==> src/source/rvIsaPkg.sv <==
// ================================================
// RV32I base encodings used by the stage decoders
// only the nine opcode classes of RV32I are known,
// fence and system opcodes decode as unknown
// funct7 is reduced to its bit 30
// ================================================
package rvIsaPkg;

	// one instruction word
	localparam int instWidth = 32;

	// field positions inside the instruction word
	localparam int opcodeHi = 6;
	localparam int opcodeLo = 0;
	localparam int funct3Hi = 14;
	localparam int funct3Lo = 12;
	localparam int altBitPos = 30;

	typedef enum logic [6:0] {
		opReg    = 7'b0110011,
		opImm    = 7'b0010011,
		opLoad   = 7'b0000011,
		opStore  = 7'b0100011,
		opBranch = 7'b1100011,
		opLui    = 7'b0110111,
		opAuipc  = 7'b0010111,
		opJal    = 7'b1101111,
		opJalr   = 7'b1100111
	} opcodeT;

	// funct3 of register and immediate ALU ops
	typedef enum logic [2:0] {
		f3Add  = 3'd0,
		f3Sll  = 3'd1,
		f3Slt  = 3'd2,
		f3Sltu = 3'd3,
		f3Xor  = 3'd4,
		f3Sr   = 3'd5,
		f3Or   = 3'd6,
		f3And  = 3'd7
	} aluFunct3T;

	// funct3 of conditional branches
	typedef enum logic [2:0] {
		f3Beq  = 3'd0,
		f3Bne  = 3'd1,
		f3Blt  = 3'd4,
		f3Bge  = 3'd5,
		f3Bltu = 3'd6,
		f3Bgeu = 3'd7
	} branchFunct3T;

	// funct3 of loads and stores, the unsigned ones are loads only
	typedef enum logic [2:0] {
		f3Byte  = 3'd0,
		f3Half  = 3'd1,
		f3Word  = 3'd2,
		f3ByteU = 3'd4,
		f3HalfU = 3'd5
	} memFunct3T;

endpackage

==> src/source/ctrlPkg.sv <==
// ================================================
// control encodings driven to the datapath
// value 0 of every select is also the idle value
// of an empty or unknown pipeline slot
// ================================================
package ctrlPkg;

	// select widths
	localparam int aluSelBits = 4;
	localparam int immSelBits = 3;
	localparam int memWidthBits = 3;
	localparam int wbSelBits = 2;

	typedef enum logic [aluSelBits-1:0] {
		aluAdd   = 4'd0,
		aluSub   = 4'd1,
		aluSll   = 4'd2,
		aluSlt   = 4'd3,
		aluSltu  = 4'd4,
		aluXor   = 4'd5,
		aluSrl   = 4'd6,
		aluSra   = 4'd7,
		aluOr    = 4'd8,
		aluAnd   = 4'd9,
		// operand b straight through, for lui
		aluPassB = 4'd10
	} aluOpT;

	// immediate format for the immediate generator
	typedef enum logic [immSelBits-1:0] {
		immR     = 3'd0,
		immI     = 3'd1,
		immShift = 3'd2,
		immS     = 3'd3,
		immB     = 3'd4,
		immU     = 3'd5,
		immJ     = 3'd6
	} immSelT;

	// data memory access size
	typedef enum logic [memWidthBits-1:0] {
		widthByte  = 3'd0,
		widthHalf  = 3'd1,
		widthWord  = 3'd2,
		widthByteU = 3'd3,
		widthHalfU = 3'd4
	} memWidthT;

	// register file write data source
	typedef enum logic [wbSelBits-1:0] {
		wbMem = 2'd0,
		wbAlu = 2'd1,
		wbPc4 = 2'd2
	} wbSelT;

endpackage

==> src/source/instPipe.sv <==
`timescale 1ns/10ps
// ================================================
// instruction and valid flag through EX, MEM, WB
// stall freezes every stage and drops the input,
// so the source must hold inst while stalled
// instruction words have no reset, only the flags
// ================================================
module instPipe (
	input  logic                          clk,
	input  logic                          reset,
	input  logic                          stall,
	input  logic [rvIsaPkg::instWidth-1:0] inst,
	input  logic                          instValid,
	output logic [rvIsaPkg::instWidth-1:0] exInst,
	output logic                          exValid,
	output logic [rvIsaPkg::instWidth-1:0] memInst,
	output logic                          memValid,
	output logic [rvIsaPkg::instWidth-1:0] wbInst,
	output logic                          wbValid
);

	// valid flags, cleared by reset
	always_ff @(posedge clk) begin
		if (reset) begin
			exValid <= 1'b0;
			memValid <= 1'b0;
			wbValid <= 1'b0;
		end else if (!stall) begin
			exValid <= instValid;
			memValid <= exValid;
			wbValid <= memValid;
		end
	end

	// instruction words follow the flags
	always_ff @(posedge clk) begin
		if (!stall) begin
			exInst <= inst;
			memInst <= exInst;
			wbInst <= memInst;
		end
	end

	// a stalled pipe must not gain or lose instructions
	assert property (@(posedge clk) disable iff (reset)
		stall |=> $stable({exValid, memValid, wbValid}))
		else $error("instPipe: stage valid changed during stall");

endmodule

==> src/source/executeControl.sv <==
`timescale 1ns/10ps
// ================================================
// execute stage decode: ALU op, immediate format,
// operand selects, compare mode and next-PC select
// pcSel follows brEq/brLt of the same cycle
// no flush follows a taken branch
// empty slot or unknown opcode drives all zeros
// ================================================
module executeControl (
	input  logic [rvIsaPkg::instWidth-1:0] exInst,
	input  logic                          exValid,
	input  logic                          brEq,
	input  logic                          brLt,
	output ctrlPkg::aluOpT                aluSel,
	output ctrlPkg::immSelT               immSel,
	output logic                          aSel,
	output logic                          bSel,
	output logic                          brUn,
	output logic                          pcSel
);
	import rvIsaPkg::*;
	import ctrlPkg::*;

	logic [6:0] opcode;
	logic [2:0] funct3;
	logic altBit;

	assign opcode = exInst[opcodeHi:opcodeLo];
	assign funct3 = exInst[funct3Hi:funct3Lo];
	assign altBit = exInst[altBitPos];

	// shared funct3 table of register and immediate ops
	function automatic aluOpT decodeAlu(input logic [2:0] f3, input logic alt,
			input logic isReg);
		case (f3)
			// sub exists only in register form
			f3Add: decodeAlu = (isReg && alt) ? aluSub : aluAdd;
			f3Sll: decodeAlu = aluSll;
			f3Slt: decodeAlu = aluSlt;
			f3Sltu: decodeAlu = aluSltu;
			f3Xor: decodeAlu = aluXor;
			f3Sr: decodeAlu = alt ? aluSra : aluSrl;
			f3Or: decodeAlu = aluOr;
			f3And: decodeAlu = aluAnd;
			default: decodeAlu = aluAdd;
		endcase
		// bit 30 on any other register op falls back to add
		if (isReg && alt && (f3 != f3Add) && (f3 != f3Sr))
			decodeAlu = aluAdd;
	endfunction

	always_comb begin
		// idle values, kept for empty and unknown slots
		aluSel = aluAdd;
		immSel = immR;
		aSel = 1'b0;
		bSel = 1'b0;
		brUn = 1'b0;
		pcSel = 1'b0;
		if (exValid) begin
			case (opcode)
				opReg: begin
					aluSel = decodeAlu(funct3, altBit, 1'b1);
				end
				opImm: begin
					aluSel = decodeAlu(funct3, altBit, 1'b0);
					// shifts carry a 5-bit shamt
					immSel = ((funct3 == f3Sll) || (funct3 == f3Sr)) ? immShift : immI;
					bSel = 1'b1;
				end
				opLoad: begin
					immSel = immI;
					bSel = 1'b1;
				end
				opStore: begin
					immSel = immS;
					bSel = 1'b1;
				end
				opBranch: begin
					// target is pc + offset
					immSel = immB;
					aSel = 1'b1;
					bSel = 1'b1;
					brUn = (funct3 == f3Bltu) || (funct3 == f3Bgeu);
					case (funct3)
						f3Beq: pcSel = brEq;
						f3Bne: pcSel = !brEq;
						f3Blt, f3Bltu: pcSel = brLt;
						f3Bge, f3Bgeu: pcSel = !brLt;
						// funct3 2 and 3 are not branches
						default: pcSel = 1'b0;
					endcase
				end
				opLui: begin
					aluSel = aluPassB;
					immSel = immU;
					bSel = 1'b1;
				end
				opAuipc: begin
					immSel = immU;
					aSel = 1'b1;
					bSel = 1'b1;
				end
				opJal: begin
					immSel = immJ;
					aSel = 1'b1;
					bSel = 1'b1;
					pcSel = 1'b1;
				end
				opJalr: begin
					// target is rs1 + imm
					immSel = immI;
					bSel = 1'b1;
					pcSel = 1'b1;
				end
				default: begin
					pcSel = 1'b0;
				end
			endcase
		end
	end

endmodule

==> src/source/memoryControl.sv <==
`timescale 1ns/10ps
// ================================================
// memory stage decode: write enable and access size
// reads are implied by a load in the slot
// there is no separate read strobe
// store with funct3 above 2 writes a byte
// ================================================
module memoryControl (
	input  logic [rvIsaPkg::instWidth-1:0] memInst,
	input  logic                          memValid,
	output logic                          memWrite,
	output ctrlPkg::memWidthT             memWidth
);
	import rvIsaPkg::*;
	import ctrlPkg::*;

	logic [6:0] opcode;
	logic [2:0] funct3;

	assign opcode = memInst[opcodeHi:opcodeLo];
	assign funct3 = memInst[funct3Hi:funct3Lo];

	always_comb begin
		memWrite = 1'b0;
		memWidth = widthByte;
		if (memValid) begin
			case (opcode)
				opStore: begin
					memWrite = 1'b1;
					// no unsigned stores
					case (funct3)
						f3Half: memWidth = widthHalf;
						f3Word: memWidth = widthWord;
						default: memWidth = widthByte;
					endcase
				end
				opLoad: begin
					case (funct3)
						f3Half: memWidth = widthHalf;
						f3Word: memWidth = widthWord;
						f3ByteU: memWidth = widthByteU;
						f3HalfU: memWidth = widthHalfU;
						default: memWidth = widthByte;
					endcase
				end
				// everything else leaves memory alone
				default: memWrite = 1'b0;
			endcase
		end
	end

endmodule

==> src/source/writebackControl.sv <==
`timescale 1ns/10ps
// ================================================
// writeback stage decode: register write enable
// and write data source
// stores, branches, empty and unknown slots
// never write the register file
// ================================================
module writebackControl (
	input  logic [rvIsaPkg::instWidth-1:0] wbInst,
	input  logic                          wbValid,
	output logic                          regWrite,
	output ctrlPkg::wbSelT                wbSel
);
	import rvIsaPkg::*;
	import ctrlPkg::*;

	logic [6:0] opcode;

	assign opcode = wbInst[opcodeHi:opcodeLo];

	always_comb begin
		regWrite = 1'b0;
		wbSel = wbMem;
		if (wbValid) begin
			case (opcode)
				opLoad: begin
					regWrite = 1'b1;
					wbSel = wbMem;
				end
				// link address
				opJal, opJalr: begin
					regWrite = 1'b1;
					wbSel = wbPc4;
				end
				opReg, opImm, opLui, opAuipc: begin
					regWrite = 1'b1;
					wbSel = wbAlu;
				end
				default: regWrite = 1'b0;
			endcase
		end
	end

endmodule

==> src/source/controlPipeline.sv <==
`timescale 1ns/10ps
// ================================================
// RV32I control path, stage registers plus the
// execute, memory and writeback decoders
// EX controls 1 cycle after accept, MEM 2, WB 3
// stall holds all stages and ignores inst
// ================================================
module controlPipeline (
	input  logic                          clk,
	input  logic                          reset,
	input  logic                          stall,
	input  logic [rvIsaPkg::instWidth-1:0] inst,
	input  logic                          instValid,
	input  logic                          brEq,
	input  logic                          brLt,
	output ctrlPkg::aluOpT                aluSel,
	output ctrlPkg::immSelT               immSel,
	output logic                          aSel,
	output logic                          bSel,
	output logic                          brUn,
	output logic                          pcSel,
	output logic                          memWrite,
	output ctrlPkg::memWidthT             memWidth,
	output logic                          regWrite,
	output ctrlPkg::wbSelT                wbSel
);
	import rvIsaPkg::*;

	// per-stage instruction and valid flag
	logic [instWidth-1:0] exInst;
	logic [instWidth-1:0] memInst;
	logic [instWidth-1:0] wbInst;
	logic exValid;
	logic memValid;
	logic wbValid;

	instPipe u_instPipe (
		.clk(clk),
		.reset(reset),
		.stall(stall),
		.inst(inst),
		.instValid(instValid),
		.exInst(exInst),
		.exValid(exValid),
		.memInst(memInst),
		.memValid(memValid),
		.wbInst(wbInst),
		.wbValid(wbValid)
	);

	// each decoder sees only its own stage
	executeControl u_executeControl (
		.exInst(exInst),
		.exValid(exValid),
		.brEq(brEq),
		.brLt(brLt),
		.aluSel(aluSel),
		.immSel(immSel),
		.aSel(aSel),
		.bSel(bSel),
		.brUn(brUn),
		.pcSel(pcSel)
	);

	memoryControl u_memoryControl (
		.memInst(memInst),
		.memValid(memValid),
		.memWrite(memWrite),
		.memWidth(memWidth)
	);

	writebackControl u_writebackControl (
		.wbInst(wbInst),
		.wbValid(wbValid),
		.regWrite(regWrite),
		.wbSel(wbSel)
	);

endmodule

==> config.mk <==
export PLATFORM = sky130hd
export DESIGN_NAME = controlPipeline
export DESIGN_NICKNAME = d
export VERILOG_FILES = /design/src/source/rvIsaPkg.sv /design/src/source/ctrlPkg.sv /design/src/source/instPipe.sv /design/src/source/executeControl.sv /design/src/source/memoryControl.sv /design/src/source/writebackControl.sv /design/src/source/controlPipeline.sv
export SDC_FILE = /design/constraint.sdc
export NUM_CORES = 1
export LEC_CHECK = 0
export BUFFER_PORTS_ARGS = -buffer_cell sky130_fd_sc_hd__buf_4
export CELL_PAD_IN_SITES_DETAIL_PLACEMENT = 0
export CELL_PAD_IN_SITES_GLOBAL_PLACEMENT = 2
export CORE_MARGIN = 10
export CORE_UTILIZATION = 44
export CTS_BUF_LIST = sky130_fd_sc_hd__clkbuf_2
export CTS_CLUSTER_SIZE = 16
export DETAILED_ROUTE_END_ITERATION = 6
export PLACE_DENSITY_LB_ADDON = 0.1
export SLEW_MARGIN = 20
export SYNTH_ARGS = -nofsm -noshare
export SYNTH_HDL_FRONTEND = slang
export SYNTH_HIERARCHICAL = 1
export SYNTH_SLANG_ARGS = --single-unit
==> constraint.sdc <==
create_clock -name clk -period 3.9 [get_ports clk]
set_input_delay 1.17 -clock clk [delete_from_list [all_inputs] [get_ports clk]]
set_output_delay 1.17 -clock clk [all_outputs]
set_load 0.005 [all_outputs]
==> metrics.md, run 1 <==
| Metric | Value |
|---|---|
| DR vias | 1115 |
| Synth warnings | 6 |
| Slew headroom | 28.7% |
| Initial antenna violation count | 0 |
| Setup Skew | 0.00978 ns |
| Fin cells | 206 |
| Synthesized area | 1520 um^2 |
| R2R depth | 0 |
| CTS max path bufs | 2 |
| Final hold violations | 0 |
| Comb power frac | 8.5% |
| Inst Count DP | 198 |
| Hold path cells | 0 |
| CTS root buf | clkbuf_2 |
| Vias in the first global route | 1171 |
| Die extent in y | 78.7 um |
| Mean Syn Cell Area | 12.3 um^2 |
| Crit Path Class | flip-flop to output pin |
| FF-to-FF Start | u_instPipe/exInst[12] |
| WL/cell | 15.2 um |
| R2r setup slk | 3.04 ns |
| Post-DP HPWL | 2330 um |
| Num CTS Buffers | 5 |
| First-pass GRT wire length | 5480 um |
| Ports | 56 |
| Internal | 527 uW |
| Drt pass-1 iters | 4 |
| Setup TNS | 0 ns |
| ANT cells | 0 |
| Worst path arrival time | 2.01 ns |
| Final Cycle Share | 81.4% |
| RSZ-0062 raised after global routing | false |
| Slowest cell delay on critical path | 0.54 ns |
| FMAX | 315 MHz |
| ANT nets after route | 0 |
| Clk network pwr share | 31.1% |
| Starting DRT DRC Count | 64 |
| Layout cells sized above 1 | 32.5% |
| Worst Hold Path EP | u_instPipe/wbInst[2] |
| Status | finished, final reports clean |
| Synthesized Nets | 161 |
| Largest net degree at the start of global routing | 29 |
| Worst IR Drop VDD | 0.182 mV |
| Cell row count | 21 |
| Die Area | 6200 um^2 |
| Clk Latency, worst-skew pair | 0.36 ns |
| Max Fanout on Critical Path | 8 |
| Die Wd | 78.7 um |
| Worst hold path type | flip-flop to flip-flop |
| Max Slew Vio Count | 0 |
| Pleak | 0.000678 uW |
| Startpoint types | flip-flop |
| Cts repair resizes | 0 |
| CP endpoint kind | output pin |
| Reg power frac | 60.5% |
| Net Switching | 165 uW |
| Period minus WS final | 3.18 ns |
| Required @ worst endpoint | 2.73 ns |
| DR vias/cell | 5.41 |
| IO Port Bufs | 34 |
| H-Tree Depth | 2 |
| Pwr per Cell Area | 371 nW/um^2 |
| Setup bufs post-CTS | 0 |
| Hold Buf Count CTS | 0 |
| Crit path cell chain | nand4b_1, o21ai_0, a21oi_1, a2111oi_1, buf_4 |
| Finished Cell Area | 1860 um^2 |
| Tot GR Track Use | 10.9% |
| Hold Path Origin | u_instPipe/memInst[2] |
| Worst Max-Slew Pin Slew | 1.07 ns |
| Core area | 3340 um^2 |
| Final RePlAce weighted congestion | 0.732 |
| Final Power | 691 uW |
| DP Area | 1800 um^2 |
| Clock-pin slew on the worst setup and hold paths | 0.16 ns |
| Post-Syn Instances | 123 |
| Endpoints failing setup | 0 |
| Initial Utilization | 45.5% |
| R2r endpoint | u_instPipe/memInst[12] |
| DR DRC count | 0 |
| Synthesis-to-layout area growth | 22.7% |
| Net Sw Frac | 23.8% |
| Critical Path Start | u_instPipe/exInst[4] |
| Final wirelength | 3130 um |
| Grt ovf | 0 |
| CP max-delay cell | edfxtp_1 |
| Max Cap Violations | 0 |
| Clk sinks | 31 |
| CTS tree | yes |
| Nets | 197 |
==> layer usage <==
layer	global-route usage (%)	share of wire [%]	vias up
met5	0	0	-
met4	3.58	1.3	0
met3	5.07	7.9	7
met2	18.2	51	32
met1	12.1	40	541
li1	-	-	535
==> registers in the layout, summed over array words and instances (netlist names) <==
signal and cells:
u_instPipe/memValid 1, u_instPipe/wbValid 1, u_instPipe/wbInst 7, u_instPipe/exInst 11
u_instPipe/memInst 10, u_instPipe/exValid 1
==> worst max-delay path, delay by kind of cell (launching register included) <==
family,cells,cell delay [ns]
and+or+nand+nor,1,0.28
buffers and inverters,1,0.19
AOI/OAI and AO/OA,3,0.64
DFF,1,0.54
==> layout by cell type, fill, tap and decap left out, types with 3 or more instances in the layout <==
cell type  instances
a211oi_1           3
a21oi_1            5
buf_4             34
clkbuf_2           5
dfxtp_1            3
edfxtp_1          28
mux2i_1            3
nand2_1            9
nand2b_1           3
nand3_1            4
nor2_1            12
nor3_1             3
o21a_1             4
o21ai_0            3
==> stage by stage <==
step	hold WS, ns	setup slack, ns	utilization, %
global route	0.506	0.461	55.8
global placement	0.422	0.731	53.9
detailed placement	0.448	0.765	53.9
CTS	0.476	0.705	55.8
floorplan	0.418	1.06	-
finish	0.473	0.725	55.8
==> power by group through the flow <==
stage | combinational, uW | clock, uW | sequential (uW)
global route | 64.8 | 237 | 425
CTS | 58.6 | 223 | 419
global placement | 56.9 | 0 | 425
floorplan | 50.1 | 0 | 409
finish | 58.4 | 215 | 418
detailed placement | 58.3 | 0 | 426
==> final cells by class <==
cell class / count / area, um^2
inverter: 2 / 7.51
tap: 46 / 57.6
fill: 316 / 1480
timing repair buffer: 34 / 255
multi-input combinational: 85 / 577
clock inverter: 3 / 38.8
sequential: 31 / 901
clock buffer: 5 / 25.0
==> worst max-delay path by stage <==
stage,cells past startpoint,slack (ns),end
floorplan,4,1.06,pcSel
global placement,6,0.73,pcSel
detailed placement,6,0.76,pcSel
CTS,5,0.71,immSel[0]
global route,5,0.46,immSel[0]
finish,5,0.72,immSel[0]
(Power assumes the default switching activity.)
==> run 2: changes to the inputs <==
- CORE_UTILIZATION: 44 -> 40
- clock period: 3.9 -> 2.7 ns (I/O delays scaled with it)
==> run 2 against run 1 <==
Compared with the run above: power is 51% higher; via count up 3.3%; global-route usage down 0.58 points; register-to-register slack got worse by 1.3 ns; critical path depth up 1; critical endpoint is now aluSel[0].
==> metrics.md, run 2 (synthesized netlist as in run 1, its figures left out) <==
| Metric | Value |
|---|---|
| DP Area | 1830 um^2 (was 1800 um^2) |
| Fin cells | 227 (was 206) |
| Worst IR Drop VDD | 0.301 mV (was 0.182 mV) |
| Clk Latency, worst-skew pair | 0.37 ns (was 0.36 ns) |
| Initial Utilization | 41.5% (was 45.5%) |
| Worst Max-Slew Pin Slew | 0.361 ns (was 1.07 ns) |
| CTS max path bufs | 2 (unchanged) |
| Worst hold path type | flip-flop to flip-flop (unchanged) |
| Final wirelength | 3390 um (was 3130 um) |
| Fillers | 318 (was 316) |
| Status | finished, final reports clean (unchanged) |
| Setup Skew | 0.0146 ns (was 0.00978 ns) |
| CTS tree | yes (unchanged) |
| Num CTS Buffers | 5 (unchanged) |
| Startpoint types | flip-flop (unchanged) |
| Vias in the first global route | 1162 (was 1171) |
| Cell row count | 22 (was 21) |
| R2r setup slk | 1.76 ns (was 3.04 ns) |
| Nets | 216 (was 197) |
| ANT cells | 0 (unchanged) |
| Grt ovf | 0 (unchanged) |
| Hold Buf Count CTS | 0 (unchanged) |
| Core area | 3660 um^2 (was 3340 um^2) |
| Tot GR Track Use | 10.3% (was 10.9%) |
| CTS root buf | clkbuf_2 (unchanged) |
| Drt pass-1 iters | 4 (unchanged) |
| Slew headroom | 75.9% (was 28.7%) |
| Largest registers | u_instPipe/exInst x11, u_instPipe/memInst x10, u_instPipe/wbInst x7 (unchanged) |
| Endpoints failing setup | 0 (unchanged) |
| IO Port Bufs | 34 (unchanged) |
| Top reg by flops | u_instPipe/exInst (unchanged) |
| RSZ-0062 raised after global routing | true (was false) |
| Metal-1 WL | 1390 um (was 1250 um) |
| DR DRC count | 0 (unchanged) |
| Final Power | 1040 uW (was 691 uW) |
| Met2 wire len | 1750 um (was 1590 um) |
| ANT nets after route | 0 (unchanged) |
| Final RePlAce weighted congestion | 0.735 (was 0.732) |
| Final Cycle Share | 97.1% |
| Crit Path Class | flip-flop to output pin (unchanged) |
| Max Fanout on Critical Path | 4 (was 8) |
| Post-DP HPWL | 2370 um (was 2330 um) |
| Most common cell after layout, fill and taps aside | buf_4 (unchanged) |
| Commonest cells after routing, fill and taps aside | buf_4 (51), edfxtp_1 (28), nor2_1 (12) (was buf_4 (34), edfxtp_1 (28), nor2_1 (12)) |
| CP endpoint kind | output pin (unchanged) |
| Clock-pin slew on the worst setup and hold paths | 0.16 ns (about the same) |
| Starting DRT DRC Count | 59 (was 64) |
| Max Cap Violations | 0 (unchanged) |
| Setup TNS | 0 ns (unchanged) |
| Finished Cell Area | 2040 um^2 (was 1860 um^2) |
| Pwr per Cell Area | 509 nW/um^2 (was 371 nW/um^2) |
| Top sig layer | met4 (unchanged) |
| Period minus WS final | 2.62 ns |
| Die Area | 6660 um^2 (was 6200 um^2) |
| H-Tree Depth | 2 (unchanged) |
| Required @ worst endpoint | 1.89 ns (was 2.73 ns) |
| Met3 Routed Length | 205 um (was 246 um) |
| Largest net degree at the start of global routing | 29 (unchanged) |
| Max FFs per register | 11 (unchanged) |
| DR vias/cell | 5.07 (was 5.41) |
| Final hold violations | 0 (unchanged) |
| Worst path arrival time | 1.81 ns (was 2.01 ns) |
| DR vias | 1152 (was 1115) |
| Die extent in y | 81.6 um (was 78.7 um) |
| Initial antenna violation count | 0 (unchanged) |
| Clk sinks | 31 (unchanged) |
| Max Slew Vio Count | 0 (unchanged) |
| WL/cell | 14.9 um (was 15.2 um) |
| Synthesis-to-layout area growth | 34.7% (was 22.7%) |
| First-pass GRT wire length | 5270 um (was 5480 um) |
| FMAX | 381 MHz |
| Layout cells sized above 1 | 41.9% (was 32.5%) |
| Inst Count DP | 204 (was 198) |
| Min Hold Slack | 0.464 ns (was 0.473 ns) |
| Die Wd | 81.6 um (was 78.7 um) |
| Ports | 56 (unchanged) |
| Pleak | 0.000787 uW (was 0.000678 uW) |
run 2: area by class of cell:
| class | count | area (um^2) | area share (%) |
|---|---|---|---|
| clock buffer | 5 | 25.0 | 1.22 |
| clock inverter | 3 | 38.8 | 1.90 |
| inverter | 2 | 7.51 | 0.367 |
| multi-input combinational | 85 | 607 | 29.7 |
| sequential | 31 | 901 | 44.1 |
| tap | 48 | 60.1 | 2.94 |
| timing repair buffer | 53 | 405 | 19.8 |
run 2: repair_timing:
item | in CTS | in global routing
pin swaps | 0 | 7
setup buffers | 7 | 8
endpoints found under the setup margin | 3 | 11
resized for setup | 0 | 9
run 2: metrics by stage:
step                setup WS [ns]  util, %
floorplan                   0.581        -
global placement            0.259     50.0
detailed placement          0.264     50.0
CTS                      -0.00179     53.2
global route              -0.0648     55.8
finish                     0.0775     55.8
run 2: final timing paths:
| kind | cells past startpoint | start | to |
|---|---|---|---|
| max | 6 | u_instPipe/exInst[2] | aluSel[0] |
| min | 0 | u_instPipe/memInst[2] | u_instPipe/wbInst[2] |
| max reg2reg | 1 | u_instPipe/exInst[3] | u_instPipe/memInst[3] |
| min reg2reg | 0 | u_instPipe/memInst[2] | u_instPipe/wbInst[2] |
run 2: routing by layer:
| metal | global-route usage (%) | vias to the layer above |
|---|---|---|
| li1 | - | 578 |
| met1 | 10.8 | 541 |
| met2 | 18.0 | 28 |
| met3 | 4.37 | 5 |
| met4 | 4.08 | 0 |
| met5 | 0 | - |
run 2: worst max-delay path, cell delays in order (launching register included):
cell      delay (ns)
edfxtp_1        0.50
buf_6           0.17
or2_4           0.25
nor2_4          0.12
o211ai_2        0.12
a211oi_2        0.15
buf_4           0.14
run 2: power breakdown:
part           total (uW)  internal (uW)  switching (uW)
Clock                 314            152             161
Combinational         136           73.6            62.8
Sequential            591            561            29.9
Total                1040            787             254
==> run 3: changes to the inputs <==
--- a/config.mk
+++ b/config.mk
@@ -7,3 +7,2 @@
 export LEC_CHECK = 0
-export BUFFER_PORTS_ARGS = -buffer_cell sky130_fd_sc_hd__buf_4
 export CELL_PAD_IN_SITES_DETAIL_PLACEMENT = 0
@@ -11,3 +10,3 @@
 export CORE_MARGIN = 10
-export CORE_UTILIZATION = 40
+export CORE_UTILIZATION = 34
 export CTS_BUF_LIST = sky130_fd_sc_hd__clkbuf_2
@@ -15,2 +14,3 @@
 export DETAILED_ROUTE_END_ITERATION = 6
+export DONT_BUFFER_PORTS = 1
 export PLACE_DENSITY_LB_ADDON = 0.1
==> constraint.sdc (replaced) <==
create_clock -name clk -period 2.7 [get_ports clk]
set_input_delay 0.675 -clock clk [delete_from_list [all_inputs] [get_ports clk]]
set_output_delay 0.675 -clock clk [all_outputs]
set_load 0.005 [all_outputs]
==> run 3 against run 2 <==
Compared with the run above: final cell count down 18%; global-route usage decreased by 1.3 points; non-clock buffer count down 45; worst hold slack lost 0.084 ns; highest routed layer unchanged; maximum frequency increased by 6.3%; register-to-register slack improved by 0.02 ns.
==> metrics.md, run 3 (synthesized netlist as in run 1, its figures left out) <==
| Metric | Value |
|---|---|
| Status | finished, final reports clean (unchanged) |
| Clk Latency, worst-skew pair | 0.34 ns (was 0.37 ns) |
| Gr busiest metal | met2 (unchanged) |
| Worst path arrival time | 1.79 ns (was 1.81 ns) |
| Vias in the first global route | 1021 (was 1162) |
| Setup TNS | 0 ns (unchanged) |
| CP endpoint kind | output pin (unchanged) |
| Starting DRT DRC Count | 52 (was 59) |
| DR vias | 950 (was 1152) |
| Final RePlAce weighted congestion | 0.707 (was 0.735) |
| Period minus WS final | 2.47 ns (was 2.62 ns) |
| Setup Skew | 0.0102 ns (was 0.0146 ns) |
| Clk network pwr share | 24.0% (was 30.1%) |
| Ports | 56 (unchanged) |
| CTS root buf | clkbuf_2 (unchanged) |
| CTS tree | yes (unchanged) |
| Final Cycle Share | 91.4% (was 97.1%) |
| Worst hold path type | primary input to flip-flop (was flip-flop to flip-flop) |
| Largest registers | u_instPipe/exInst x11, u_instPipe/memInst x10, u_instPipe/wbInst x7 (unchanged) |
| Internal | 668 uW (was 787 uW) |
| DR vias/cell | 5.11 (was 5.07) |
| CTS max path bufs | 2 (unchanged) |
| IO Port Bufs | 0 (was 34) |
| Net Switching | 232 uW (was 254 uW) |
| Final wirelength | 3160 um (was 3390 um) |
| Die extent in y | 86.8 um (was 81.6 um) |
| Startpoint types | flip-flop (unchanged) |
| Clock-pin slew on the worst setup and hold paths | 0.16 ns (about the same) |
| Commonest cells after routing, fill and taps aside | edfxtp_1 (28), nor2_1 (12), nand2_1 (9) (was buf_4 (51), edfxtp_1 (28), nor2_1 (12)) |
| Grt met1 use | 9.12% (was 10.8%) |
| Required @ worst endpoint | 2.03 ns (was 1.89 ns) |
| Net Sw Frac | 25.8% (was 24.4%) |
| Clk sinks | 31 (unchanged) |
| ANT cells | 0 (unchanged) |
| Met2 global-route usage | 14.4% (was 18.0%) |
| Crit Path Class | flip-flop to output pin (unchanged) |
| Initial Utilization | 35.1% (was 41.5%) |
| Num CTS Buffers | 5 (unchanged) |
| Met3 Use GR | 5.82% (was 4.37%) |
| Max Slew Vio Count | 0 (unchanged) |
| Min Hold Slack | 0.380 ns (was 0.464 ns) |
| Most common cell after layout, fill and taps aside | edfxtp_1 (was buf_4) |
| FMAX | 405 MHz (was 381 MHz) |
| Max FFs per register | 11 (unchanged) |
| Worst IR Drop VDD | 0.265 mV (was 0.301 mV) |
| Grt ovf | 0 (unchanged) |
| Layout cells sized above 1 | 20.1% (was 41.9%) |
| Cell row count | 24 (was 22) |
| Pleak | 0.000533 uW (was 0.000787 uW) |
| Tot GR Track Use | 8.98% (was 10.3%) |
| Final hold violations | 0 (unchanged) |
| Die Wd | 86.8 um (was 81.6 um) |
| Post-DP HPWL | 2300 um (was 2370 um) |
| Largest net degree at the start of global routing | 29 (unchanged) |
| Top reg by flops | u_instPipe/exInst (unchanged) |
| WL/cell | 17.0 um (was 14.9 um) |
| Drt pass-1 iters | 4 (unchanged) |
| Synthesis-to-layout area growth | 9.81% (was 34.7%) |
| H-Tree Depth | 2 (unchanged) |
| Max Fanout on Critical Path | 6 (was 4) |
| Die Area | 7540 um^2 (was 6660 um^2) |
| Reg power frac | 66.4% (was 56.8%) |
| First-pass GRT wire length | 5220 um (was 5270 um) |
| Core area | 4320 um^2 (was 3660 um^2) |
| Worst Max-Slew Pin Slew | 0.413 ns (was 0.361 ns) |
| Endpoints failing setup | 0 (unchanged) |
| DR DRC count | 0 (unchanged) |
| Nets | 171 (was 216) |
| Initial antenna violation count | 0 (unchanged) |
| ANT nets after route | 0 (unchanged) |
| Comb power frac | 9.6% (was 13.1%) |
| Pwr per Cell Area | 540 nW/um^2 (was 509 nW/um^2) |
| Final Power | 900 uW (was 1040 uW) |
| Slew headroom | 72.2% (was 75.9%) |
| Max Cap Violations | 0 (unchanged) |
-- run 3: metrics by stage --
stage	utilization [%]	cells	setup WS [ns]	cell area, um^2
CTS	37.3	181	0.0909	1610
global route	38.5	186	-0.0358	1670
floorplan	-	123	0.779	1520
finish	38.5	186	0.233	1670
detailed placement	36.4	173	0.525	1570
global placement	36.4	173	0.527	1570
-- run 3: final timing paths --
kind	end	slack [ns]	depth (start not counted)	start
worst min register to register	u_instPipe/wbInst[2]	0.46	0	u_instPipe/memInst[2]
worst min-delay path	u_instPipe/wbValid	0.38	1	reset
worst max register to register	u_instPipe/memInst[4]	1.78	1	u_instPipe/exInst[4]
worst max-delay path	immSel[0]	0.23	4	u_instPipe/exInst[4]
-- run 3: area by class of cell --
class / instances / area [um^2]
Tap cell: 52 / 65.1
Clock inverter: 2 / 8.76
Inverter: 2 / 7.51
Fill cell: 434 / 2660
Multi-Input combinational cell: 85 / 594
Sequential cell: 31 / 901
Clock buffer: 6 / 30.0
Timing Repair Buffer: 8 / 60.1
-- run 3: timing repair --
item	in CTS	in global routing
setup buffers	0	5
setup endpoints to repair	0	3
hold buffers	0	0
resized for setup	0	2
-- run 3: critical path, cell delays in order, from the launching register on --
cell	delay [ns]
edfxtp_1	0.52
nand4b_1	0.33
o21ai_0	0.14
a21oi_1	0.09
a2111oi_4	0.37
-- run 3: power by group through the flow --
stage | Clock, uW | Sequential, uW | Combinational, uW
final | 216 | 598 | 86.0
after global routing | 263 | 605 | 95.7
after CTS | 231 | 599 | 74.8
after detailed placement | 0 | 610 | 74.6
after global placement | 0 | 609 | 74.3
after floorplan | 0 | 591 | 72.3
-- run 3: routing by layer --
layer	part of all wire, %	routed length (um)
met5	0	0
met4	0.63	20
met3	10	325
met2	51	1600
met1	38	1210
